## config.mk

```make
export PLATFORM = sky130hd
export DESIGN_NAME = lcd_timing
export DESIGN_NICKNAME = d
export VERILOG_FILES = /design/src/source/video_pkg.sv /design/src/source/lcd_timing.sv
export VERILOG_INCLUDE_DIRS = /design/src /design/src/source
export SDC_FILE = /design/constraint.sdc
export NUM_CORES = 1
export LEC_CHECK = 0
export BUFFER_PORTS_ARGS = -buffer_cell sky130_fd_sc_hd__buf_4
export CAP_MARGIN = 20
export CORE_MARGIN = 4
export CORE_UTILIZATION = 51
export CTS_CLUSTER_SIZE = 20
export DETAILED_ROUTE_END_ITERATION = 6
export PLACE_DENSITY = 0.87
export SETUP_SLACK_MARGIN = 0.5
export SYNTH_ARGS = -nofsm -noshare
export SYNTH_HDL_FRONTEND = slang
export SYNTH_SLANG_ARGS = --single-unit
export TNS_END_PERCENT = 100
```

## constraint.sdc

```tcl
create_clock -name pixel_clk -period 2.9 [get_ports pixel_clk]
set_clock_uncertainty 0.05 [all_clocks]
set_input_delay 0.29 -clock pixel_clk [delete_from_list [all_inputs] [get_ports pixel_clk]]
set_output_delay 0.29 -clock pixel_clk [all_outputs]
set_load 0.01 [all_outputs]
```

## src/source/lcd_cfg.svh

```systemverilog
`ifndef LCD_CFG_SVH
`define LCD_CFG_SVH

// horizontal timing in pixel clocks, active area first
`define H_ACTIVE 480
`define H_FP 2
`define H_SYNC 41
`define H_BP 2

// vertical timing in lines
`define V_ACTIVE 272
`define V_FP 2
`define V_SYNC 10
`define V_BP 2

// picture window on the panel, in pixels
`define WIN_W 256
`define WIN_H 128

// one RAM byte covers a block of 4x4 pixels
`define TEXEL_SHIFT 2
`define VRAM_AW 11

`define R_MSB 4
`define G_MSB 5
`define B_MSB 4

`endif
```

## src/source/video_pkg.sv

```systemverilog
`default_nettype none

package video_pkg;

	// screen coordinate, wide enough for the full line and frame totals
	typedef logic [9:0] coord_t;

	// packed 5-6-5 colour, red in the top bits
	typedef struct packed {
		logic [4:0] r;
		logic [5:0] g;
		logic [4:0] b;
	} rgb565_t;

	// one grey level as stored in video RAM
	typedef logic [7:0] texel_t;

endpackage

`default_nettype wire

```

## src/source/lcd_timing.sv

```systemverilog
`default_nettype none
`timescale 1ns/10ps
`include "lcd_cfg.svh"

module lcd_timing (
	input wire logic pixel_clk,
	input wire logic rst,
	output video_pkg::coord_t x,
	output video_pkg::coord_t y,
	output logic hsync,
	output logic vsync,
	output logic den,
	output logic frame_end
);

	localparam int H_TOTAL = `H_ACTIVE + `H_FP + `H_SYNC + `H_BP;
	localparam int V_TOTAL = `V_ACTIVE + `V_FP + `V_SYNC + `V_BP;
	localparam int H_SYNC_START = `H_ACTIVE + `H_FP;
	localparam int H_SYNC_END = H_SYNC_START + `H_SYNC;
	localparam int V_SYNC_START = `V_ACTIVE + `V_FP;
	localparam int V_SYNC_END = V_SYNC_START + `V_SYNC;

	logic line_end;
	logic last_line;

	assign line_end = (x == video_pkg::coord_t'(H_TOTAL - 1));
	assign last_line = (y == video_pkg::coord_t'(V_TOTAL - 1));

	always_ff @(posedge pixel_clk or negedge rst) begin
		if (!rst) begin
			x <= '0;
			y <= '0;
		end else if (line_end) begin
			x <= '0;
			y <= last_line ? '0 : y + 1'b1;
		end else begin
			x <= x + 1'b1;
		end
	end

	// everything below decodes the same registered counters
	assign den = (x < video_pkg::coord_t'(`H_ACTIVE)) && (y < video_pkg::coord_t'(`V_ACTIVE));
	assign hsync = !((x >= video_pkg::coord_t'(H_SYNC_START)) &&
		(x < video_pkg::coord_t'(H_SYNC_END)));
	assign vsync = !((y >= video_pkg::coord_t'(V_SYNC_START)) &&
		(y < video_pkg::coord_t'(V_SYNC_END)));
	assign frame_end = line_end && last_line;

	// the sync pulse must sit entirely in horizontal blanking
	a_den_outside_hsync: assert property (@(posedge pixel_clk) disable iff (!rst)
		!(den && !hsync));

endmodule

`default_nettype wire

```

==> results.yml <==
status:
  outcome: "finished, final reports clean"
floorplan:
  die_h_um: 53.7
  start_util: 0.542
  ios: 26
  die_w_um: 53.7
  dieArea_sq_um: 2880
  fp.coreArea_sq_um: 1960
  num_rows: 16
clock_network:
  insertion_delay_ps: 310
  ctsHtreeMaxLevel: 1
  cts_buffer_depth: 2
  root_buffer: "clkbuf_4"
  cts_sinks: 20
  cts_buffers: 3
  tritoncts: "yes"
  clk_pin_slew_worst_paths_ps: 110
timing:
  timing.slew.headroom: 0.806
  fmax_mhz: 425
  fin_ws_ps: 548
  finalHoldViolations: 0
  period_needed_ps: 2350
  tns_ps: 0
  fin_crit_sh: 0.811
  rsz0062_at_grt: "true"
  maxSlewViolCount: 0
  tightest_slew_ps: 289
  setup-violations-final: 0
global_routing:
  overflow: 0
  grt_max_degree: 21
  grt.total_usage: 0.194
  grt_pass1_vias: 871
  antenna_found_initial: 0
  grt_pass1_wl_um: 4010
final_layout:
  final_area_sq_um: 1390
  nets: 149
  layout.cells.non_filler: 169
  antenna_cells: 0
  fin_util: 0.710
  n_fill_cell: 152
  final_layout_size_suffix_gt1_frac: 0.373
  area_growth_pct: 31.1
setup_path:
  end_kind: "flip-flop"
  critical_path_arrival_ps: 2550
  crit_required_ps: 3100
  start_kind: "flip-flop"
  worstPathMaxFanout: 5
  path_class: "flip-flop to flip-flop"
  critPathSlowestCell: "or4_4"
  cp_cell_sequence: "or4_4, or3_4, buf_4, or4_4, a21oi_2"
  crit_top_cell: "or4_4"
  max_stage_delay_ps: 540
placement:
  routabilityCongestion: 0.842
  place_ws_ps: 602
  dp.cells: 159
  placed_area_sq_um: 1280
  hpwl_um: 1780
  io_buffer_count: 25
synthesis:
  ys_async_sr_fraction: 1.00
  synth_ff_type: "dfrtp_1"
  synth.distinct_cells: 32
  synth_edf_count: 0
  ys_warn_count: 0
  syn_area_sq_um: 1060
  avgSynthCellArea_sq_um: 9.94
  syn_nets: 113
  syn_inst: 107
  seq_area_frac_synth: 0.471
  ys_ff_latch: 20
drt:
  drc: 0
  drt_iter0_drc: 54
  viasPerCell: 5.87
  num_vias: 992
  first_pass_iters: 4
  drt_wl_total_um: 2630
  wl_per_cell_um: 15.6
  ant_nets: 0
worst_hold_path:
  hold_path.class: "input port to asynchronous set/reset pin"
job:
  cap_violations: 0
power_and_ir_drop:
  p_leak_nw: 0.630
  cellPowerDensity_nw_per_um2: 322
  ir_drop_mv: 0.261
==> layout make-up <==
cell class,count,area [sq um],area share
Multi-Input combinational cell,82,561,0.402
Sequential cell,20,502,0.360
Timing Repair Buffer,33,250,0.180
Clock buffer,4,36.3,0.0260
Tap cell,27,33.8,0.0242
Inverter,3,11.3,0.00808
==> cell usage after synthesis, types with 2 or more instances <==
cell type	instances	area, sq um
inv_1	3	11.3
nand2_1	8	30.0
dfrtp_1	20	500
o21ai_0	5	25.0
nor3_1	4	20.0
or4_4	2	22.5
a21oi_1	3	15.0
nor2_1	9	33.8
or3_1	5	31.3
and3_2	2	15.0
xor2_1	6	52.6
or3_2	2	15.0
nand3_1	9	45.0
xnor2_1	6	52.6
nand4_1	3	18.8
ha_1	4	50.1
==> critical path, delay by kind of cell (launching register included) <==
kind	cells	cell delay, ps
buffers and inverters	1	170
AOI/OAI and AO/OA	1	130
and+or+nand+nor	3	1490
DFF	1	450
==> state kept, by name (all words and copies together) (netlist names) <==
signal,count
x,10
y,10
==> layer usage <==
layer | track usage | share of wire | up-vias
li1 | - | - | 456
met1 | 0.250 | 0.39 | 488
met2 | 0.315 | 0.53 | 42
met3 | 0.0166 | 0.044 | 6
met4 | 0.119 | 0.028 | 0
met5 | 0 | 0 | -
==> cell usage in the layout, fill, tap and decap left out, drive strengths merged, types with 2 or more instances in the layout <==
| cell | n |
|---|---|
| nand4 | 3 |
| nor2 | 9 |
| a21oi | 4 |
| clkbuf | 4 |
| nand2 | 8 |
| and2 | 2 |
| and3 | 2 |
| xor2 | 6 |
| nor3 | 4 |
| o21ai | 5 |
| or4 | 2 |
| and4 | 2 |
| ha | 4 |
| xnor2 | 6 |
| or3 | 7 |
| buf | 32 |
| inv | 3 |
| dfrtp | 20 |
| nand3 | 9 |
==> stage by stage <==
stage               hold slack [ps]  power [mW]
detailed placement              129       0.291
CTS                             329       0.458
global route                    353       0.466
finish                          347       0.449
global placement                129       0.291
floorplan                     -55.6       0.284
==> where the power goes <==
part	switching (mW)	total [mW]	internal, mW
Sequential	0	0.279	0.279
Clock	0.0868	0.164	0.0767
Combinational	0.00542	0.00722	0.00180
==> what timing repair did <==
item                                   4_1_cts  5_1_grt
gates cloned                                 0        0
setup endpoints to repair                    2        2
endpoints found under the hold margin       20        0
hold buffers                                 1        0
setup buffers                                1        4
pin swaps                                    0        1
gates resized for setup                      5        2
==> logic make-up (layout without fill, tap and decap cells) <==
group / Yosys count / after routing / synth area share
xor+xnor: 12 / 12 / 0.0988
fa+ha+maj: 4 / 4 / 0.0471
simple gates: 53 / 53 / 0.285
buf+inv: 5 / 40 / 0.0247
flops: 20 / 20 / 0.471
compound gates: 13 / 13 / 0.0741
==> worst paths after layout <==
check                      startpoint   end  slack [ps]  cells past startpoint
max                              x[5]  y[5]         550                      5
min                               rst  y[6]         350                      2
max reg2reg                      x[5]  y[5]         550                      5
min reg2reg                      x[8]  x[8]         480                      1
max in group asynchronous         rst  x[5]        2220                      2
min in group pixel_clk           x[8]  x[8]         480                      1
Note: power is estimated with default switching activity, not from simulation.
