**src/source/lcd_cfg.svh**
```systemverilog
`ifndef LCD_CFG_SVH
`define LCD_CFG_SVH

// horizontal timing in pixel clocks, active area first
`define H_ACTIVE 480
`define H_FP 2
`define H_SYNC 41
`define H_BP 2

// vertical timing in lines
`define V_ACTIVE 272
`define V_FP 2
`define V_SYNC 10
`define V_BP 2

// picture window on the panel, in pixels
`define WIN_W 256
`define WIN_H 128

// one RAM byte covers a block of 4x4 pixels
`define TEXEL_SHIFT 2
`define VRAM_AW 11

`define R_MSB 4
`define G_MSB 5
`define B_MSB 4

`endif
```
**src/source/video_pkg.sv**
```systemverilog
`default_nettype none

package video_pkg;

	// screen coordinate, wide enough for the full line and frame totals
	typedef logic [9:0] coord_t;

	// packed 5-6-5 colour, red in the top bits
	typedef struct packed {
		logic [4:0] r;
		logic [5:0] g;
		logic [4:0] b;
	} rgb565_t;

	// one grey level as stored in video RAM
	typedef logic [7:0] texel_t;

endpackage

`default_nettype wire

```
**src/source/window_compositor.sv**
```systemverilog
`default_nettype none
`timescale 1ns/10ps
`include "lcd_cfg.svh"

module window_compositor (
	input wire logic pixel_clk,
	input wire logic rst,
	input wire video_pkg::coord_t x,
	input wire video_pkg::coord_t y,
	input wire logic hsync,
	input wire logic vsync,
	input wire logic den,
	input wire logic disp_en,
	input wire logic bg_pattern,
	input wire video_pkg::coord_t win_x,
	input wire video_pkg::coord_t win_y,
	input wire video_pkg::rgb565_t bg_color,
	output logic [`VRAM_AW-1:0] raddr,
	input wire video_pkg::texel_t rdata,
	output logic lcd_hsync,
	output logic lcd_vsync,
	output logic lcd_den,
	output logic [`R_MSB:0] lcd_r,
	output logic [`G_MSB:0] lcd_g,
	output logic [`B_MSB:0] lcd_b
);

	localparam int COL_BITS = $clog2(`WIN_W) - `TEXEL_SHIFT;
	localparam int ROW_BITS = `VRAM_AW - COL_BITS;

	video_pkg::coord_t col_off;
	video_pkg::coord_t row_off;
	logic [10:0] x_end;
	logic [10:0] y_end;
	logic in_win;
	video_pkg::rgb565_t bg;
	logic in_win_q;
	video_pkg::rgb565_t bg_q;
	logic hsync_q;
	logic vsync_q;
	logic den_q;
	video_pkg::rgb565_t color;
	logic show;

	// one bit wider so a window near the right edge does not wrap
	assign x_end = {1'b0, win_x} + 11'(`WIN_W);
	assign y_end = {1'b0, win_y} + 11'(`WIN_H);
	assign in_win = (x >= win_x) && ({1'b0, x} < x_end) && (y >= win_y) && ({1'b0, y} < y_end);

	assign col_off = x - win_x;
	assign row_off = y - win_y;
	assign raddr = {row_off[`TEXEL_SHIFT +: ROW_BITS], col_off[`TEXEL_SHIFT +: COL_BITS]};

	assign bg = bg_pattern ? video_pkg::rgb565_t'({6'd0, x} + {6'd0, y}) : bg_color;

	// stage 1 lines up with the registered RAM read
	always_ff @(posedge pixel_clk or negedge rst) begin
		if (!rst) begin
			in_win_q <= 1'b0;
			hsync_q <= 1'b1;
			vsync_q <= 1'b1;
			den_q <= 1'b0;
		end else begin
			in_win_q <= in_win;
			hsync_q <= hsync;
			vsync_q <= vsync;
			den_q <= den;
		end
	end

	always_ff @(posedge pixel_clk) begin
		bg_q <= bg;
	end

	assign color = in_win_q ? video_pkg::rgb565_t'({rdata, rdata}) : bg_q;
	assign show = den_q && disp_en;

	// stage 2, the top bits of each field go to the panel
	always_ff @(posedge pixel_clk or negedge rst) begin
		if (!rst) begin
			lcd_hsync <= 1'b1;
			lcd_vsync <= 1'b1;
			lcd_den <= 1'b0;
			lcd_r <= '0;
			lcd_g <= '0;
			lcd_b <= '0;
		end else begin
			lcd_hsync <= hsync_q;
			lcd_vsync <= vsync_q;
			lcd_den <= den_q;
			lcd_r <= show ? color.r[4 -: `R_MSB + 1] : '0;
			lcd_g <= show ? color.g[5 -: `G_MSB + 1] : '0;
			lcd_b <= show ? color.b[4 -: `B_MSB + 1] : '0;
		end
	end

	a_blank_black: assert property (@(posedge pixel_clk) disable iff (!rst)
		!lcd_den |-> (lcd_r == '0) && (lcd_g == '0) && (lcd_b == '0));

endmodule

`default_nettype wire

```
**config.mk**
```make
export PLATFORM = sky130hd
export DESIGN_NAME = window_compositor
export DESIGN_NICKNAME = d
export VERILOG_FILES = /design/src/source/video_pkg.sv /design/src/source/window_compositor.sv
export VERILOG_INCLUDE_DIRS = /design/src /design/src/source
export SDC_FILE = /design/constraint.sdc
export NUM_CORES = 1
export LEC_CHECK = 0
export CELL_PAD_IN_SITES_DETAIL_PLACEMENT = 0
export CELL_PAD_IN_SITES_GLOBAL_PLACEMENT = 1
export CORE_MARGIN = 5
export CORE_UTILIZATION = 42
export DETAILED_ROUTE_END_ITERATION = 6
export DONT_BUFFER_PORTS = 1
export PLACE_DENSITY_LB_ADDON = 0.1
export SLEW_MARGIN = 20
export SYNTH_ARGS = -nofsm -noshare
export SYNTH_HDL_FRONTEND = slang
export SYNTH_SLANG_ARGS = --single-unit
export TNS_END_PERCENT = 1
```
**constraint.sdc**
```tcl
create_clock -name pixel_clk -period 1.9 [get_ports pixel_clk]
set_input_delay 0.285 -clock pixel_clk [delete_from_list [all_inputs] [get_ports pixel_clk]]
set_output_delay 0.285 -clock pixel_clk [all_outputs]
set_load 0.03 [all_outputs]
```
==> summary.txt <==
Outcome
  • Outcome: complete, but fails checks
  • Failing checks: negative setup slack

Setup path
  • CP Class: input pin to output pin
  • CP endpoint kind: output pin
  • Setup crit start: x[1]
  • R2R Setup Slk: 750 ps
  • FF-to-FF path depth: 2
  • Worst Setup Start Kind: input pin
  • WP data required: 1620 ps
  • RR Endpoint: lcd_g[4]
  • CP arrival: 1650 ps
  • Crit-path max FO: 3
  • Reg2reg start: in_win_q

STA
  • Worst-margin pin slew: 610 ps
  • # setup viols final: 2
  • PnR worst setup slack: -30.0 ps
  • Fin Clk Skew: 4.24 ps
  • Worst slew margin: 59.3%
  • Pins over their slew limit: 0
  • Crit share post-route: 102%
  • Fmax: 518 MHz
  • Final hold vios: 0
  • RSZ-0062 raised after global routing: yes
  • Fin crit period: 1930 ps

GRT
  • Initial antenna violation count: 0
  • Vias in the first global route: 1986
  • Largest net degree at the start of global routing: 25
  • First-pass GRT wire length: 9100 um
  • GRT overflow: 0
  • Total Routing Usage GR: 15.1%

Logic synthesis
  • Yosys cell types: 42
  • Syn Inst Count: 270
  • FF+latch count, synth: 39
  • Syn Nets: 379
  • Ys Warns: 0
  • Main flop type after synthesis: dfrtp_1
  • Async set-reset flop share out of synthesis: 59.0%
  • EDFF count, synth: 0
  • Syn Area/Cell: 9.34 sq um
  • Synth Cell Area: 2520 sq um
  • Post-synthesis sequential area ratio: 35.7%

Final layout
  • Fin nets: 418
  • Commonest cells after routing, fill and taps aside: ha_1, a21oi_1, buf_4
  • Commonest non-fill, non-tap cell in the layout: ha_1
  • Final Cell Area: 3100 sq um
  • Fillers: 547
  • Area growth syn-to-layout: 22.8%
  • Share of cells above drive strength 1: 22.6%
  • Seq. cell area: 901 sq um
  • Ant diodes: 0
  • Area of the multi-input gates: 1600 sq um

Power
  • Pwr/cell area: 743 nW/um^2
  • Max VDD drop: 0.525 mV
  • Pleak: 1.48 nW
  • Pwr Total: 2.30 mW

Flow run
  • Max Cap Viol: 0

Clocking
  • CTS H-tree depth: 2
  • Worst-path clk slew: 70 ps
  • Setup bufs post-CTS: 0
  • CTS tree: built
  • Worst-skew pair later-pin latency: 280 ps
  • Clock Tree Root: clkbuf_8
  • Clock Sinks: 39
  • Longest Clk Path Bufs: 2
  • Total CTS buffers: 5

Floorplan
  • FP Rows: 28
  • Area of the die: 7660 sq um
  • Die Wd: 87.5 um
  • Starting Density: 42.9%
  • Core Region: 5890 sq um
  • Top Ports: 101
  • Die Ht: 87.5 um

Place
  • Final HPWL DP: 4790 um
  • IO buf count: 0
  • Pre-CTS setup slack: -184 ps
  • RePlAce Congestion: 0.828
  • Placed cell areas: 2860 sq um

Detailed routing
  • 1st-iter DRT viols: 33
  • DRT Wirelength: 5690 um
  • DR vias: 1933
  • # DRC: 0
  • Vias/cell: 5.02
  • Wire length per cell: 14.8 um
  • Final ANT Viol Nets: 0
  • Pre-antenna DRT Iters: 4

Min path
  • Hold endpoint: den_q
  • WHS Path Cells: 0
  • Hold_sp: den
  • Worst Hold Class: input pin to flip-flop
-- worst max-delay path, cell delays in order --
cell and delay (ps):
ha_4 220, nor2b_4 120, o31a_1 290, buf_6 140, o21a_1 180, nor2_2 120
xnor2_1 120, buf_4 180
-- cell type report --
class                      count  area share, %
clock buffer                   7           2.79
clock inverter                 1          0.162
inverter                      29           3.68
multi-input combinational    197           51.8
sequential                    39           29.1
tap                           75           3.03
timing repair buffer          37           9.49
-- cell usage after synthesis (4+ instances only) --
library cell / n / area (sq um)
dfxtp_1: 16 / 320
dfrtp_1: 19 / 475
nor2_1: 11 / 41.3
ha_1: 37 / 463
a21o_1: 5 / 37.5
o21a_1: 4 / 30.0
nor3_1: 5 / 25.0
inv_1: 28 / 105
nand2_1: 15 / 56.3
xor2_1: 5 / 43.8
nand2b_1: 19 / 119
mux2_2: 7 / 78.8
nor2b_1: 6 / 37.5
xnor2_1: 10 / 87.6
o21bai_1: 4 / 30.0
o21ai_1: 4 / 20.0
dfstp_2: 4 / 105
clkbuf_1: 5 / 18.8
nand3_1: 5 / 25.0
a21oi_1: 34 / 170
-- per-stage QoR --
step / utilization [%] / cells / hold slack [ps] / TNS [ps]
finish: 52.6 / 385 / 32.2 / -40.7
CTS: 51.5 / 384 / 24.2 / -303
floorplan: - / 270 / -10.6 / -314
global placement: 48.6 / 373 / -10.0 / -770
detailed placement: 48.6 / 373 / -10.0 / -887
global route: 52.6 / 385 / 14.3 / -222
-- registers in the layout, indices dropped and copies added (netlist names) --
name       flops
vsync_q        1
in_win_q       1
lcd_b          5
lcd_den        1
lcd_vsync      1
bg_q          16
hsync_q        1
lcd_hsync      1
den_q          1
lcd_r          5
lcd_g          6
-- where the power goes --
group | switching (mW) | total, mW | internal, mW
clock | 0.261 | 0.554 | 0.293
sequential | 0.0807 | 0.977 | 0.896
combinational | 0.389 | 0.771 | 0.382
-- worst max-delay path by stage --
stage	end	slack [ps]	cells past startpoint
after detailed placement	raddr[4]	-180	8
after CTS	raddr[4]	-130	7
after global placement	raddr[4]	-160	8
after floorplan	raddr[5]	-120	7
after global routing	raddr[3]	-90	8
final	raddr[3]	-30	8
-- kinds of logic (layout without fill, tap and decap cells) --
kind of cell               Yosys count  after routing  share of synthesized area (%)
AOI/OAI and AO/OA                   68             68                           17.1
and+or+nand+nor                     68             68                           14.1
DFF                                 39             39                           35.7
adders and majority gates           38             38                           19.1
buffers and inverters               34             74                           5.06
xor gates and xnor gates            15             15                           5.21
muxes                                8              8                           3.72
-- per-layer routing --
metal	track usage, %	part of all wire (%)
met1	17.8	43
met2	25.9	47
met3	5.30	9.2
met4	3.77	1.0
met5	0	0
-- what timing repair did --
action                                  4_1_cts  5_1_grt
hold buffers                                  3        1
endpoints found under the setup margin        4        6
resized for setup                            11        9
pin swaps                                     3        9
endpoints found under the hold margin        25       16
(Power assumes the default switching activity.)
