## src/source/lcd_cfg.svh

```systemverilog
`ifndef LCD_CFG_SVH
`define LCD_CFG_SVH

// horizontal timing in pixel clocks, active area first
`define H_ACTIVE 480
`define H_FP 2
`define H_SYNC 41
`define H_BP 2

// vertical timing in lines
`define V_ACTIVE 272
`define V_FP 2
`define V_SYNC 10
`define V_BP 2

// picture window on the panel, in pixels
`define WIN_W 256
`define WIN_H 128

// one RAM byte covers a block of 4x4 pixels
`define TEXEL_SHIFT 2
`define VRAM_AW 11

`define R_MSB 4
`define G_MSB 5
`define B_MSB 4

`endif
```

## src/source/regs_pkg.sv

```systemverilog
`default_nettype none

package regs_pkg;

	// byte offsets of the register block
	localparam logic [7:0] CTRL      = 8'h00;
	localparam logic [7:0] WIN_X     = 8'h04;
	localparam logic [7:0] WIN_Y     = 8'h08;
	localparam logic [7:0] BG_COLOR  = 8'h0C;
	localparam logic [7:0] VRAM_ADDR = 8'h10;
	localparam logic [7:0] VRAM_DATA = 8'h14;
	localparam logic [7:0] FRAME_CNT = 8'h18;

	typedef enum logic [1:0] {
		OKAY   = 2'b00,
		SLVERR = 2'b10
	} resp_t;

endpackage

`default_nettype wire

```

## src/source/video_pkg.sv

```systemverilog
`default_nettype none

package video_pkg;

	// screen coordinate, wide enough for the full line and frame totals
	typedef logic [9:0] coord_t;

	// packed 5-6-5 colour, red in the top bits
	typedef struct packed {
		logic [4:0] r;
		logic [5:0] g;
		logic [4:0] b;
	} rgb565_t;

	// one grey level as stored in video RAM
	typedef logic [7:0] texel_t;

endpackage

`default_nettype wire

```

## src/source/lcd_regs.sv

```systemverilog
`default_nettype none
`timescale 1ns/10ps
`include "lcd_cfg.svh"

module lcd_regs (
	input wire logic pixel_clk,
	input wire logic rst,
	input wire logic [7:0] awaddr,
	input wire logic awvalid,
	output logic awready,
	input wire logic [31:0] wdata,
	input wire logic [3:0] wstrb,
	input wire logic wvalid,
	output logic wready,
	output regs_pkg::resp_t bresp,
	output logic bvalid,
	input wire logic bready,
	input wire logic [7:0] araddr,
	input wire logic arvalid,
	output logic arready,
	output logic [31:0] rdata,
	output regs_pkg::resp_t rresp,
	output logic rvalid,
	input wire logic rready,
	input wire logic frame_end,
	output logic disp_en,
	output logic bg_pattern,
	output video_pkg::coord_t win_x,
	output video_pkg::coord_t win_y,
	output video_pkg::rgb565_t bg_color,
	output logic ram_we,
	output logic [`VRAM_AW-1:0] ram_waddr,
	output video_pkg::texel_t ram_wdata
);

	logic [1:0] ctrl;
	logic [`VRAM_AW-1:0] vram_addr;
	logic [31:0] frame_cnt;
	logic wr_accept;
	logic busy;
	logic [31:0] rd_value;
	regs_pkg::resp_t rd_resp;
	regs_pkg::resp_t wr_resp;

	assign awready = wr_accept;
	assign wready = wr_accept;
	assign disp_en = ctrl[0];
	assign bg_pattern = ctrl[1];

	// no new address while a response is outstanding or a handshake is in flight
	assign busy = bvalid || rvalid || wr_accept || arready;

	always_comb begin
		case (awaddr)
			regs_pkg::CTRL, regs_pkg::WIN_X, regs_pkg::WIN_Y, regs_pkg::BG_COLOR,
			regs_pkg::VRAM_ADDR, regs_pkg::VRAM_DATA: wr_resp = regs_pkg::OKAY;
			default: wr_resp = regs_pkg::SLVERR;
		endcase
	end

	// VRAM_DATA has no read-back and returns zero
	always_comb begin
		rd_value = '0;
		rd_resp = regs_pkg::OKAY;
		case (araddr)
			regs_pkg::CTRL: rd_value = 32'(ctrl);
			regs_pkg::WIN_X: rd_value = 32'(win_x);
			regs_pkg::WIN_Y: rd_value = 32'(win_y);
			regs_pkg::BG_COLOR: rd_value = 32'(bg_color);
			regs_pkg::VRAM_ADDR: rd_value = 32'(vram_addr);
			regs_pkg::VRAM_DATA: rd_value = '0;
			regs_pkg::FRAME_CNT: rd_value = frame_cnt;
			default: rd_resp = regs_pkg::SLVERR;
		endcase
	end

	always_ff @(posedge pixel_clk or negedge rst) begin
		if (!rst) begin
			wr_accept <= 1'b0;
			arready <= 1'b0;
			bvalid <= 1'b0;
			bresp <= regs_pkg::OKAY;
			rvalid <= 1'b0;
			rresp <= regs_pkg::OKAY;
		end else begin
			wr_accept <= !busy && awvalid && wvalid;
			arready <= !busy && arvalid;
			if (wr_accept) begin
				bvalid <= 1'b1;
				bresp <= wr_resp;
			end else if (bvalid && bready) begin
				bvalid <= 1'b0;
			end
			if (arready) begin
				rvalid <= 1'b1;
				rresp <= rd_resp;
			end else if (rvalid && rready) begin
				rvalid <= 1'b0;
			end
		end
	end

	always_ff @(posedge pixel_clk) begin
		if (arready) begin
			rdata <= rd_value;
		end
		if (wr_accept) begin
			ram_waddr <= vram_addr;
			ram_wdata <= wdata[7:0];
		end
	end

	always_ff @(posedge pixel_clk or negedge rst) begin
		if (!rst) begin
			ctrl <= 2'b01;
			win_x <= '0;
			win_y <= '0;
			bg_color <= '0;
			vram_addr <= '0;
			frame_cnt <= '0;
			ram_we <= 1'b0;
		end else begin
			ram_we <= 1'b0;
			if (frame_end) begin
				frame_cnt <= frame_cnt + 1'b1;
			end
			if (wr_accept) begin
				case (awaddr)
					regs_pkg::CTRL: ctrl <= wdata[1:0];
					regs_pkg::WIN_X: win_x <= wdata[9:0];
					regs_pkg::WIN_Y: win_y <= wdata[9:0];
					regs_pkg::BG_COLOR: bg_color <= wdata[15:0];
					regs_pkg::VRAM_ADDR: vram_addr <= wdata[`VRAM_AW-1:0];
					regs_pkg::VRAM_DATA: begin
						// address wraps naturally at the RAM size
						ram_we <= 1'b1;
						vram_addr <= vram_addr + 1'b1;
					end
					default: ;
				endcase
			end
		end
	end

	a_bvalid_hold: assert property (@(posedge pixel_clk) disable iff (!rst)
		bvalid && !bready |=> bvalid);

	a_rvalid_hold: assert property (@(posedge pixel_clk) disable iff (!rst)
		rvalid && !rready |=> rvalid);

endmodule

`default_nettype wire

```

## config.mk

```make
export PLATFORM = sky130hd
export DESIGN_NAME = lcd_regs
export DESIGN_NICKNAME = d
export VERILOG_FILES = /design/src/source/regs_pkg.sv /design/src/source/video_pkg.sv /design/src/source/lcd_regs.sv
export VERILOG_INCLUDE_DIRS = /design/src /design/src/source
export SDC_FILE = /design/constraint.sdc
export NUM_CORES = 1
export LEC_CHECK = 0
export BUFFER_PORTS_ARGS = -buffer_cell sky130_fd_sc_hd__clkbuf_2
export CAP_MARGIN = 15
export CORE_ASPECT_RATIO = 2
export CORE_MARGIN = 2
export CORE_UTILIZATION = 57
export CTS_CLUSTER_SIZE = 24
export DETAILED_ROUTE_END_ITERATION = 16
export PLACE_DENSITY = 0.85
export SLEW_MARGIN = 10
export SYNTH_ARGS = -nofsm -noshare
export SYNTH_HDL_FRONTEND = slang
export SYNTH_SLANG_ARGS = --single-unit
```

## constraint.sdc

```tcl
create_clock -name pixel_clk -period 6.75 [get_ports pixel_clk]
set_clock_uncertainty 0.05 [all_clocks]
set_input_delay 0.3375 -clock pixel_clk [delete_from_list [all_inputs] [get_ports pixel_clk]]
set_output_delay 0.3375 -clock pixel_clk [all_outputs]
set_load 0.02 [all_outputs]
```

==> flow_summary.json, run 1 <==
{
  "antenna_cells_inserted": 0,
  "die_span_in_x_um": 77.31,
  "floorplan.die_area_um2": 11640,
  "slew_viol_final": 0,
  "floorplan.rows": 53,
  "global_route.usage.total": 0.2723,
  "post_synthesis_instance_total": 468,
  "drt-wirelength-per-cell_um": 20.16,
  "pin_count_of_the_biggest_net_entering_global_routing": 84,
  "dp_hpwl_um": 10650,
  "total_power_uw": 2334,
  "ys_warnings": 0,
  "pwr_density_cell_nw_per_um2": 307.7,
  "layout.cells.most_common_list": "135 x sky130_fd_sc_hd__clkbuf_2, 87 x sky130_fd_sc_hd__dfrtp_1, 54 x sky130_fd_sc_hd__mux2_2",
  "num_io_pins": 159,
  "number_of_buffers_on_the_longest_clock_path": 2,
  "detail_route.wirelength_um": 15340,
  "die_h_um": 150.6,
  "post-cts-setup-buffers": 0,
  "crit_fanout": 27,
  "outcome": "completed",
  "fraction_of_synthesis_flops_using_an_asynchronous_set_or_reset_pin": 0.6331,
  "path_class": "reg -> reg",
  "worst_pin_slew_ns": 0.7112,
  "drive_gt1_frac": 0.3830,
  "clockRootBuffer": "sky130_fd_sc_hd__clkbuf_16",
  "tritoncts": "yes",
  "peak_ir_drop_on_the_vdd_network_uv": 254.1,
  "yosys-top-cells-area": "sky130_fd_sc_hd__dfrtp_1 36%, sky130_fd_sc_hd__edfxtp_1 25%, sky130_fd_sc_hd__mux2_2 9.9%, sky130_fd_sc_hd__xnor2_1 3.3%, sky130_fd_sc_hd__and2_1 2.6%",
  "yosys_register_bits": 139,
  "layout-area-overhead-vs-synth_pct": 23.79,
  "timing_hold_violations_final": 0,
  "worst_setup_end_kind": "flip-flop",
  "post_synth_instance_area_um2": 6126,
  "initial_utilization": 0.5847,
  "path_buf_inv": 1,
  "reg2reg_depth": 4,
  "dp_slack_ns": 4.042,
  "crit_slowest_cell": "sky130_fd_sc_hd__or4b_4",
  "achievable-frequency_mhz": 444.8,
  "synthesis.area_per_instance_um2": 13.09,
  "data_required_time_of_the_worst_path_ns": 6.99,
  "dr_total_vias": 4519,
  "critPathLaunchType": "flip-flop",
  "numClockSinks": 139,
  "setup-tns-final_ns": 0,
  "cellLeakagePower_uw": 0.003556,
  "post_cts.resized_instances": 0,
  "cts_max_level": 4,
  "final_antenna_net_count": 0,
  "max_cap_viol_count": 0,
  "num-nets-final": 673,
  "first_global_vias": 4518,
  "number_of_design_rule_violations_left_after_detail_routing": 0,
  "yosysTopAreaCellShare": 0.3554,
  "port-buffer-count": 136,
  "timing.max_slew.rel_slack": 0.5232,
  "number_of_buffers_added_by_the_clock_tree_synthesis_step": 17,
  "post_cts_hold_buffer_count": 1,
  "timing.final.crit_share": 0.3331,
  "grt_setup_unrepaired": "false",
  "hold_class": "in -> reg",
  "rd_place_congestion": 0.8865,
  "critical-path-top-delay-family": "simple AND/OR/NAND/NOR gates",
  "clock_insertion_delay_at_the_later_pin_of_the_skew_report_ns": 0.42,
  "rr_startpoint": "awready",
  "antenna_violations_before_repair": 0,
  "period_needed_ns": 2.248,
  "seq_area_frac_synth": 0.6097,
  "yosys.area.top_type": "sky130_fd_sc_hd__dfrtp_1",
  "timing.critical_path.cells": "buf_4 > or4b_4 > nor2_4 > mux2_2",
  "grt_first_pass_wirelength_um": 23670,
  "core_area_um2": 10480,
  "finalSetupViolations": 0,
  "reg2reg_to": "bg_color[11]",
  "mostFrequentLayoutCell": "sky130_fd_sc_hd__clkbuf_2",
  "ys.flop_type": "sky130_fd_sc_hd__dfrtp_1",
  "finalWorstSetupSlack_ns": 4.502,
  "slowest_stage_delay_cp_ns": 0.55,
  "drt_pre_antenna_iters": 6,
  "post_synth_num_cell_types": 50,
  "synth-edff-count": 51,
  "drt-vias-per-instance": 5.938,
  "min_delay_path_depth": 2,
  "cts.clk_slew.worst_paths_ns": 0.06,
  "reg2reg_setup_slack_ns": 4.50,
  "timing.hold.worst_endpoint": "arready",
  "drtIter0Drc": 358,
  "cp.arrival_ns": 2.49,
  "overflow_after_grt": 0,
  "hold_path_startpoint": "arvalid"
}
[state kept, by name (all words and copies together), names as in the netlist, 2 cells and up]
signal,count
frame_cnt,32
ctrl,2
ram_wdata,8
win_x,10
vram_addr,11
ram_waddr,11
bg_color,16
rdata,32
win_y,10
[where the power goes]
part | internal (uW) | switching, uW | total, uW | leakage [uW]
Clock | 613 | 330 | 942 | 0.000291
Sequential | 990 | 62.7 | 1050 | 0.00167
Combinational | 110 | 229 | 339 | 0.00160
[per-stage QoR]
| stage | hold WS, ns | area [um2] | util | std cells |
|---|---|---|---|---|
| after CTS | 0.08176 | 7548 | 0.7204 | 759 |
| final | 0.08590 | 7584 | 0.7238 | 761 |
| after global placement | 0.09582 | 6947 | 0.6630 | 726 |
| after global routing | 0.08290 | 7584 | 0.7238 | 761 |
| after detailed placement | 0.09924 | 6947 | 0.6630 | 726 |
| after floorplan | -0.008091 | 6130 | - | 469 |
[cell type report]
class                      count  area [um2]
timing repair buffer         148       795.8
sequential                   139        3735
multi-input combinational    297        2260
fill                         710        2894
clock buffer                  22       444.2
tap                          137       171.4
inverter                       8       30.03
clock inverter                10       147.6
[per-layer routing]
layer / wire length [um] / track usage / vias to the layer above
li1: - / - / 2017
met2: 8486 / 0.4883 / 205
met5: 0 / 0 / -
met4: 915 / 0.1670 / 0
met3: 727 / 0.06295 / 59
met1: 5210 / 0.2848 / 2238
[cells in the mapped netlist (all sizes together) (12+ instances only)]
| master | n |
|---|---|
| clkbuf | 17 |
| nand2 | 30 |
| edfxtp | 51 |
| nor4 | 12 |
| mux2 | 56 |
| dfrtp | 87 |
| xnor2 | 23 |
| and2 | 25 |
| a21oi | 12 |
| nand3 | 18 |
| nand4 | 18 |
| a22oi | 14 |
[worst max-delay path by stage]
| stage | endpoint | cells after the start | slack [ns] | start |
|---|---|---|---|---|
| 6_report | bg_color[11] | 4 | 4.50 | awready |
| 5_1_grt | bg_color[11] | 4 | 4.42 | awready |
| 4_1_cts | rdata[10] | 5 | 4.48 | araddr[5] |
| 3_5_place_dp | rdata[10] | 5 | 4.04 | araddr[5] |
| 3_3_place_gp | rdata[10] | 5 | 4.09 | araddr[5] |
| 2_1_floorplan | win_x[0] | 4 | 4.37 | awready |
[logic make-up (layout without fill, tap and decap cells)]
| kind of cell | after synthesis | count (layout) | synth area share |
|---|---|---|---|
| AO/OA/AOI/OAI | 52 | 52 | 0.05637 |
| flip-flops | 139 | 139 | 0.6097 |
| other | 1 | 2 | 0.0006122 |
| adder cells (fa/ha/maj) | 2 | 2 | 0.004084 |
| buffers and inverters | 33 | 188 | 0.02410 |
| XOR/XNOR | 31 | 31 | 0.04432 |
| multiplexers | 66 | 66 | 0.1246 |
| AND/OR/NAND/NOR | 144 | 144 | 0.1362 |
Note: power is estimated with default switching activity, not from simulation.
==> run 2, diff against run 1 <==
--- a/config.mk
+++ b/config.mk
@@ -10,10 +10,10 @@
 export CAP_MARGIN = 15
 export CORE_ASPECT_RATIO = 2
 export CORE_MARGIN = 2
-export CORE_UTILIZATION = 57
+export CORE_UTILIZATION = 48
 export CTS_CLUSTER_SIZE = 24
 export DETAILED_ROUTE_END_ITERATION = 16
-export PLACE_DENSITY = 0.85
+export PLACE_DENSITY = 0.76
 export SLEW_MARGIN = 10
 export SYNTH_ARGS = -nofsm -noshare
 export SYNTH_HDL_FRONTEND = slang
==> constraint.sdc (replaced) <==
create_clock -name pixel_clk -period 2 [get_ports pixel_clk]
set_clock_uncertainty 0.05 [all_clocks]
set_input_delay 0.1 -clock pixel_clk [delete_from_list [all_inputs] [get_ports pixel_clk]]
set_output_delay 0.1 -clock pixel_clk [all_outputs]
set_load 0.02 [all_outputs]
==> run 2 against run 1 <==
Against the previous run: count of clock-buffer cells in the layout is 4 lower; via count up 1.3%; critical path depth rose by 2; largest cell class unchanged; largest power group unchanged.
==> flow_summary.json, run 2 (same netlist as run 1, synthesis figures left out) <==
{
  "pin_count_of_the_biggest_net_entering_global_routing": 42,
  "dp_hpwl_um": 11350,
  "layout.cells.most_common_list": "135 x sky130_fd_sc_hd__clkbuf_2, 86 x sky130_fd_sc_hd__dfrtp_1, 54 x sky130_fd_sc_hd__mux2_2",
  "rr_startpoint": "awready",
  "drt-vias-per-instance": 5.658,
  "floorplan.rows": 58,
  "grt_setup_unrepaired": "false",
  "numClockSinks": 139,
  "global_route.usage.total": 0.2341,
  "floorplan.die_area_um2": 13740,
  "detail_route.wirelength_um": 15670,
  "post_route_cell_area_um2": 7984,
  "peak_ir_drop_on_the_vdd_network_uv": 619.7,
  "timing.final.crit_share": 0.9556,
  "grt_first_pass_wirelength_um": 24580,
  "path_buf_inv": 3,
  "slowest_stage_delay_cp_ns": 0.60,
  "clock_insertion_delay_at_the_later_pin_of_the_skew_report_ns": 0.42,
  "critical-path-top-delay-family": "buffers and inverters",
  "crit_fanout": 10,
  "dr_total_vias": 4577,
  "crit_slowest_cell": "sky130_fd_sc_hd__or4b_4",
  "antenna_violations_before_repair": 0,
  "period_needed_ns": 1.911,
  "drtIter0Drc": 233,
  "cp.arrival_ns": 2.16,
  "rd_place_congestion": 0.8947,
  "cts.clk_slew.worst_paths_ns": 0.06,
  "postPlaceCellArea_um2": 7084,
  "critPathLaunchType": "input pin",
  "initial_utilization": 0.4879,
  "tritoncts": "yes",
  "cellLeakagePower_uw": 0.003710,
  "mostFrequentLayoutCell": "sky130_fd_sc_hd__clkbuf_2",
  "timing.critical_path.cells": "dlygate4sd3_1 > clkbuf_2 > or4b_4 > nor3b_2 > buf_4 > mux2_2",
  "hold_class": "in -> async",
  "reg2reg_depth": 4,
  "max_cap_viol_count": 0,
  "fin_worst_hold_slack_ns": 0.04783,
  "worst_setup_end_kind": "flip-flop",
  "path_class": "in -> reg",
  "reg2reg_setup_slack_ns": 0.11,
  "layout-area-overhead-vs-synth_pct": 30.33,
  "number_of_design_rule_violations_left_after_detail_routing": 0,
  "data_required_time_of_the_worst_path_ns": 2.25,
  "antenna_cells_inserted": 0,
  "drt-wirelength-per-cell_um": 19.37,
  "outcome": "completed",
  "num_io_pins": 159,
  "die_h_um": 163.8,
  "reg2reg_to": "win_y[0]",
  "pwr_density_cell_nw_per_um2": 1010,
  "number_of_buffers_on_the_longest_clock_path": 2,
  "drive_gt1_frac": 0.3915,
  "achievable-frequency_mhz": 523.2,
  "port-buffer-count": 136,
  "largest_registers": "frame_cnt: 32 flops, rdata: 32 flops, bg_color: 16 flops",
  "die_span_in_x_um": 83.88,
  "slew_viol_final": 0,
  "final_core_utilization": 0.6359,
  "final_antenna_net_count": 0,
  "worst_pin_slew_ns": 0.5916,
  "timing_hold_violations_final": 0,
  "drt_pre_antenna_iters": 5,
  "first_global_vias": 4690,
  "timing.max_slew.rel_slack": 0.6056,
  "core_area_um2": 12550,
  "number_of_buffers_added_by_the_clock_tree_synthesis_step": 17,
  "clockRootBuffer": "sky130_fd_sc_hd__clkbuf_16",
  "cts_max_level": 4,
  "finalSetupViolations": 0,
  "overflow_after_grt": 0,
  "num-nets-final": 708
}
## run 2: changes by cell type in the layout (fill, tap and decap cells not counted), moves of 2 or more
cell                            change
sky130_fd_sc_hd__nor3b_2            +2
sky130_fd_sc_hd__inv_6              +3
sky130_fd_sc_hd__dlygate4sd3_1     +25
sky130_fd_sc_hd__buf_12             +2
sky130_fd_sc_hd__nor3b_1            -2
sky130_fd_sc_hd__clkbuf_1           -4
sky130_fd_sc_hd__clkinvlp_4         +5
sky130_fd_sc_hd__clkinv_2           -3
sky130_fd_sc_hd__buf_4              +9
## run 2: layout make-up
class / count / area [um2]
clock buffer: 18 / 429.2
clock inverter: 14 / 192.7
fill: 962 / 4571
inverter: 8 / 30.03
multi-input combinational: 297 / 2276
sequential: 139 / 3739
tap: 150 / 187.7
timing repair buffer: 183 / 1130
## run 2: worst max-delay path by stage
stage / startpoint / end / slack, ns / depth (start not counted)
6_report: awaddr[5] / win_y[0] / 0.09 / 6
5_1_grt: awaddr[5] / win_y[0] / 0.05 / 6
4_1_cts: awready / awready / 0.07 / 4
3_5_place_dp: awaddr[1] / win_y[0] / -0.21 / 6
3_3_place_gp: awaddr[1] / win_y[2] / -0.16 / 6
2_1_floorplan: awaddr[1] / win_x[0] / -0.02 / 5
## run 2: metrics by stage
stage	instances	setup TNS, ns	total power, uW	worst slack (ns)
2_1_floorplan	469	-0.5274	4234	-0.01818
3_3_place_gp	750	-4.122	4713	-0.1566
3_5_place_dp	750	-5.090	4762	-0.2112
4_1_cts	808	0	8097	0.06763
5_1_grt	809	0	8347	0.04505
6_report	809	0	8066	0.08876
## run 2: timing repair
item / in CTS / in global routing
hold buffers: 26 / 0
resized for setup: 0 / 2
buffers inserted: 0 / 1
hold endpoints to repair: 121 / 0
setup endpoints to repair: 0 / 3
## run 2: layer usage
layer | GRT usage | vias up | wire [um]
li1 | - | 2088 | -
met3 | 0.04070 | 46 | 649
met1 | 0.2470 | 2263 | 5562
met5 | 0 | - | 0
met2 | 0.4229 | 180 | 8626
met4 | 0.1532 | 0 | 828
## run 2: report_power, final
group / switching [uW] / total (uW) / internal (uW)
combinational: 782 / 1200 / 419
clock: 1210 / 3300 / 2090
sequential: 219 / 3560 / 3340
==> run 3, diff against run 2 <==
--- a/config.mk
+++ b/config.mk
@@ -8,12 +8,14 @@
 export LEC_CHECK = 0
 export BUFFER_PORTS_ARGS = -buffer_cell sky130_fd_sc_hd__clkbuf_2
 export CAP_MARGIN = 15
+export CELL_PAD_IN_SITES_DETAIL_PLACEMENT = 1
+export CELL_PAD_IN_SITES_GLOBAL_PLACEMENT = 1
 export CORE_ASPECT_RATIO = 2
 export CORE_MARGIN = 2
-export CORE_UTILIZATION = 48
+export CORE_UTILIZATION = 38
 export CTS_CLUSTER_SIZE = 24
 export DETAILED_ROUTE_END_ITERATION = 16
-export PLACE_DENSITY = 0.76
+export PLACE_DENSITY_LB_ADDON = 0.1
 export SLEW_MARGIN = 10
 export SYNTH_ARGS = -nofsm -noshare
 export SYNTH_HDL_FRONTEND = slang
==> run 3 against run 2 <==
Against the previous run: critical path depth down 2; worst setup slack improved by 0.023 ns; sequential power about the same; largest cell class unchanged; highest routed layer unchanged.
==> flow_summary.json, run 3 (same netlist as run 1, synthesis figures left out) <==
{
  "grt_first_pass_wirelength_um": 27390,
  "hold_class": "in -> async",
  "worst_setup_end_kind": "flip-flop",
  "pwr_density_cell_nw_per_um2": 988.9,
  "num-nets-final": 717,
  "num_io_pins": 159,
  "cp.arrival_ns": 2.15,
  "overflow_after_grt": 0,
  "numClockSinks": 139,
  "clock_insertion_delay_at_the_later_pin_of_the_skew_report_ns": 0.43,
  "antenna_cells_inserted": 0,
  "global_route.usage.total": 0.2159,
  "core_area_um2": 15780,
  "post-cts-setup-buffers": 0,
  "post-place-cells": 811,
  "detail_route.wirelength_um": 17800,
  "total_power_uw": 8003,
  "drt_pre_antenna_iters": 4,
  "drtIter0Drc": 166,
  "drt-vias-per-instance": 5.252,
  "first_global_vias": 4959,
  "cts_max_level": 4,
  "finalSetupViolations": 0,
  "timing.max_slew.rel_slack": 0.5426,
  "rd_place_congestion": 0.8266,
  "number_of_buffers_added_by_the_clock_tree_synthesis_step": 17,
  "peak_ir_drop_on_the_vdd_network_uv": 670.0,
  "largest_registers": "frame_cnt: 32 flops, rdata: 32 flops, bg_color: 16 flops",
  "floorplan.die_area_um2": 17210,
  "achievable-frequency_mhz": 529.6,
  "slew_viol_final": 0,
  "final_antenna_net_count": 0,
  "critPathLaunchType": "flip-flop",
  "drive_gt1_frac": 0.3982,
  "number_of_design_rule_violations_left_after_detail_routing": 0,
  "period_needed_ns": 1.888,
  "antenna_violations_before_repair": 0,
  "post_cts.resized_instances": 0,
  "final_core_utilization": 0.5129,
  "cellLeakagePower_uw": 0.003756,
  "global_route.usage.met2": 0.3949,
  "clockRootBuffer": "sky130_fd_sc_hd__clkbuf_16",
  "pin_count_of_the_biggest_net_entering_global_routing": 59,
  "grt_util_met1": 0.2205,
  "floorplan.rows": 65,
  "tritoncts": "yes",
  "port-buffer-count": 136,
  "die_span_in_x_um": 93.78,
  "data_required_time_of_the_worst_path_ns": 2.26,
  "cts.clk_slew.worst_paths_ns": 0.06,
  "dp_slack_ns": -0.2176,
  "layout-area-overhead-vs-synth_pct": 32.11,
  "worst_pin_slew_ns": 0.6861,
  "die_h_um": 183.6,
  "crit_fanout": 6,
  "path_class": "reg -> reg",
  "initial_utilization": 0.3883,
  "outcome": "completed",
  "max_cap_viol_count": 0,
  "mostFrequentLayoutCell": "sky130_fd_sc_hd__clkbuf_2",
  "use_met3": 0.04592,
  "gr-max-usage-layer": "met2",
  "drt-wirelength-per-cell_um": 20.48,
  "timing.final.crit_share": 0.9442,
  "layoutNonFillerInstCount": 869,
  "dr_total_vias": 4564,
  "setup-tns-final_ns": 0,
  "timing_hold_violations_final": 0,
  "layout.cells.most_common_list": "135 x sky130_fd_sc_hd__clkbuf_2, 86 x sky130_fd_sc_hd__dfrtp_1, 54 x sky130_fd_sc_hd__mux2_2",
  "number_of_buffers_on_the_longest_clock_path": 2,
  "grt_setup_unrepaired": "false",
  "dp_hpwl_um": 12870,
  "finalWorstSetupSlack_ns": 0.1116
}
## run 3: cell count changes in the layout (fill, tap and decap cells not counted), moves of 2 or more
cell,delta
sky130_fd_sc_hd__buf_4,+9
sky130_fd_sc_hd__clkinv_2,+3
sky130_fd_sc_hd__clkinv_4,+2
sky130_fd_sc_hd__clkinvlp_4,-2
sky130_fd_sc_hd__inv_6,-3
## run 3: timing repair
item,CTS,global route
setup endpoints to repair,0,0
hold endpoints to repair,137,0
hold buffers,26,0
## run 3: worst max-delay path, stage by stage (launching register included)
cell,delay (ns)
sky130_fd_sc_hd__dfrtp_4,0.44
sky130_fd_sc_hd__or4b_4,0.52
sky130_fd_sc_hd__nor3b_2,0.22
sky130_fd_sc_hd__buf_4,0.19
sky130_fd_sc_hd__mux2_2,0.35
## run 3: per-layer routing
metal  part of all wire  routed length, um
met1               0.36               6349
met4              0.045                809
met5                  0                  0
met3              0.029                514
met2               0.57              10130
## run 3: cell type report
cell class / count / area (um2)
clock inverters: 12 / 150.1
multi-input cells: 297 / 2270
clock buffers: 20 / 446.7
repair buffers: 192 / 1206
inverters: 8 / 30.03
flip-flops and latches: 139 / 3739
fillers: 1695 / 7685
well taps: 201 / 251.5
## run 3: path summary, 6_finish.rpt
kind / from / endpoint / slack (ns) / cells after the start
min in group pixel_clk: araddr[2] / rresp[1] / 0.05 / 3
worst max-delay path: awready / win_y[1] / 0.11 / 4
worst min-delay path: rst / frame_cnt[31] / 0.03 / 2
worst max register to register: awready / win_y[1] / 0.11 / 4
worst min register to register: frame_cnt[31] / frame_cnt[31] / 0.41 / 1
max in group asynchronous: rst / ctrl[0] / 1.24 / 3
## run 3: power breakdown
group / internal, uW / switching [uW]
registers: 3340 / 230
clock network: 1990 / 1220
logic: 437 / 786
## run 3: metrics by stage
stage / hold slack, ns / instance area [um2]
after CTS: 0.02714 / 8093
after detailed placement: -0.06895 / 7236
after global placement: -0.07514 / 7236
final: 0.02999 / 8093
after floorplan: -0.2456 / 6147
after global routing: 0.05361 / 8093
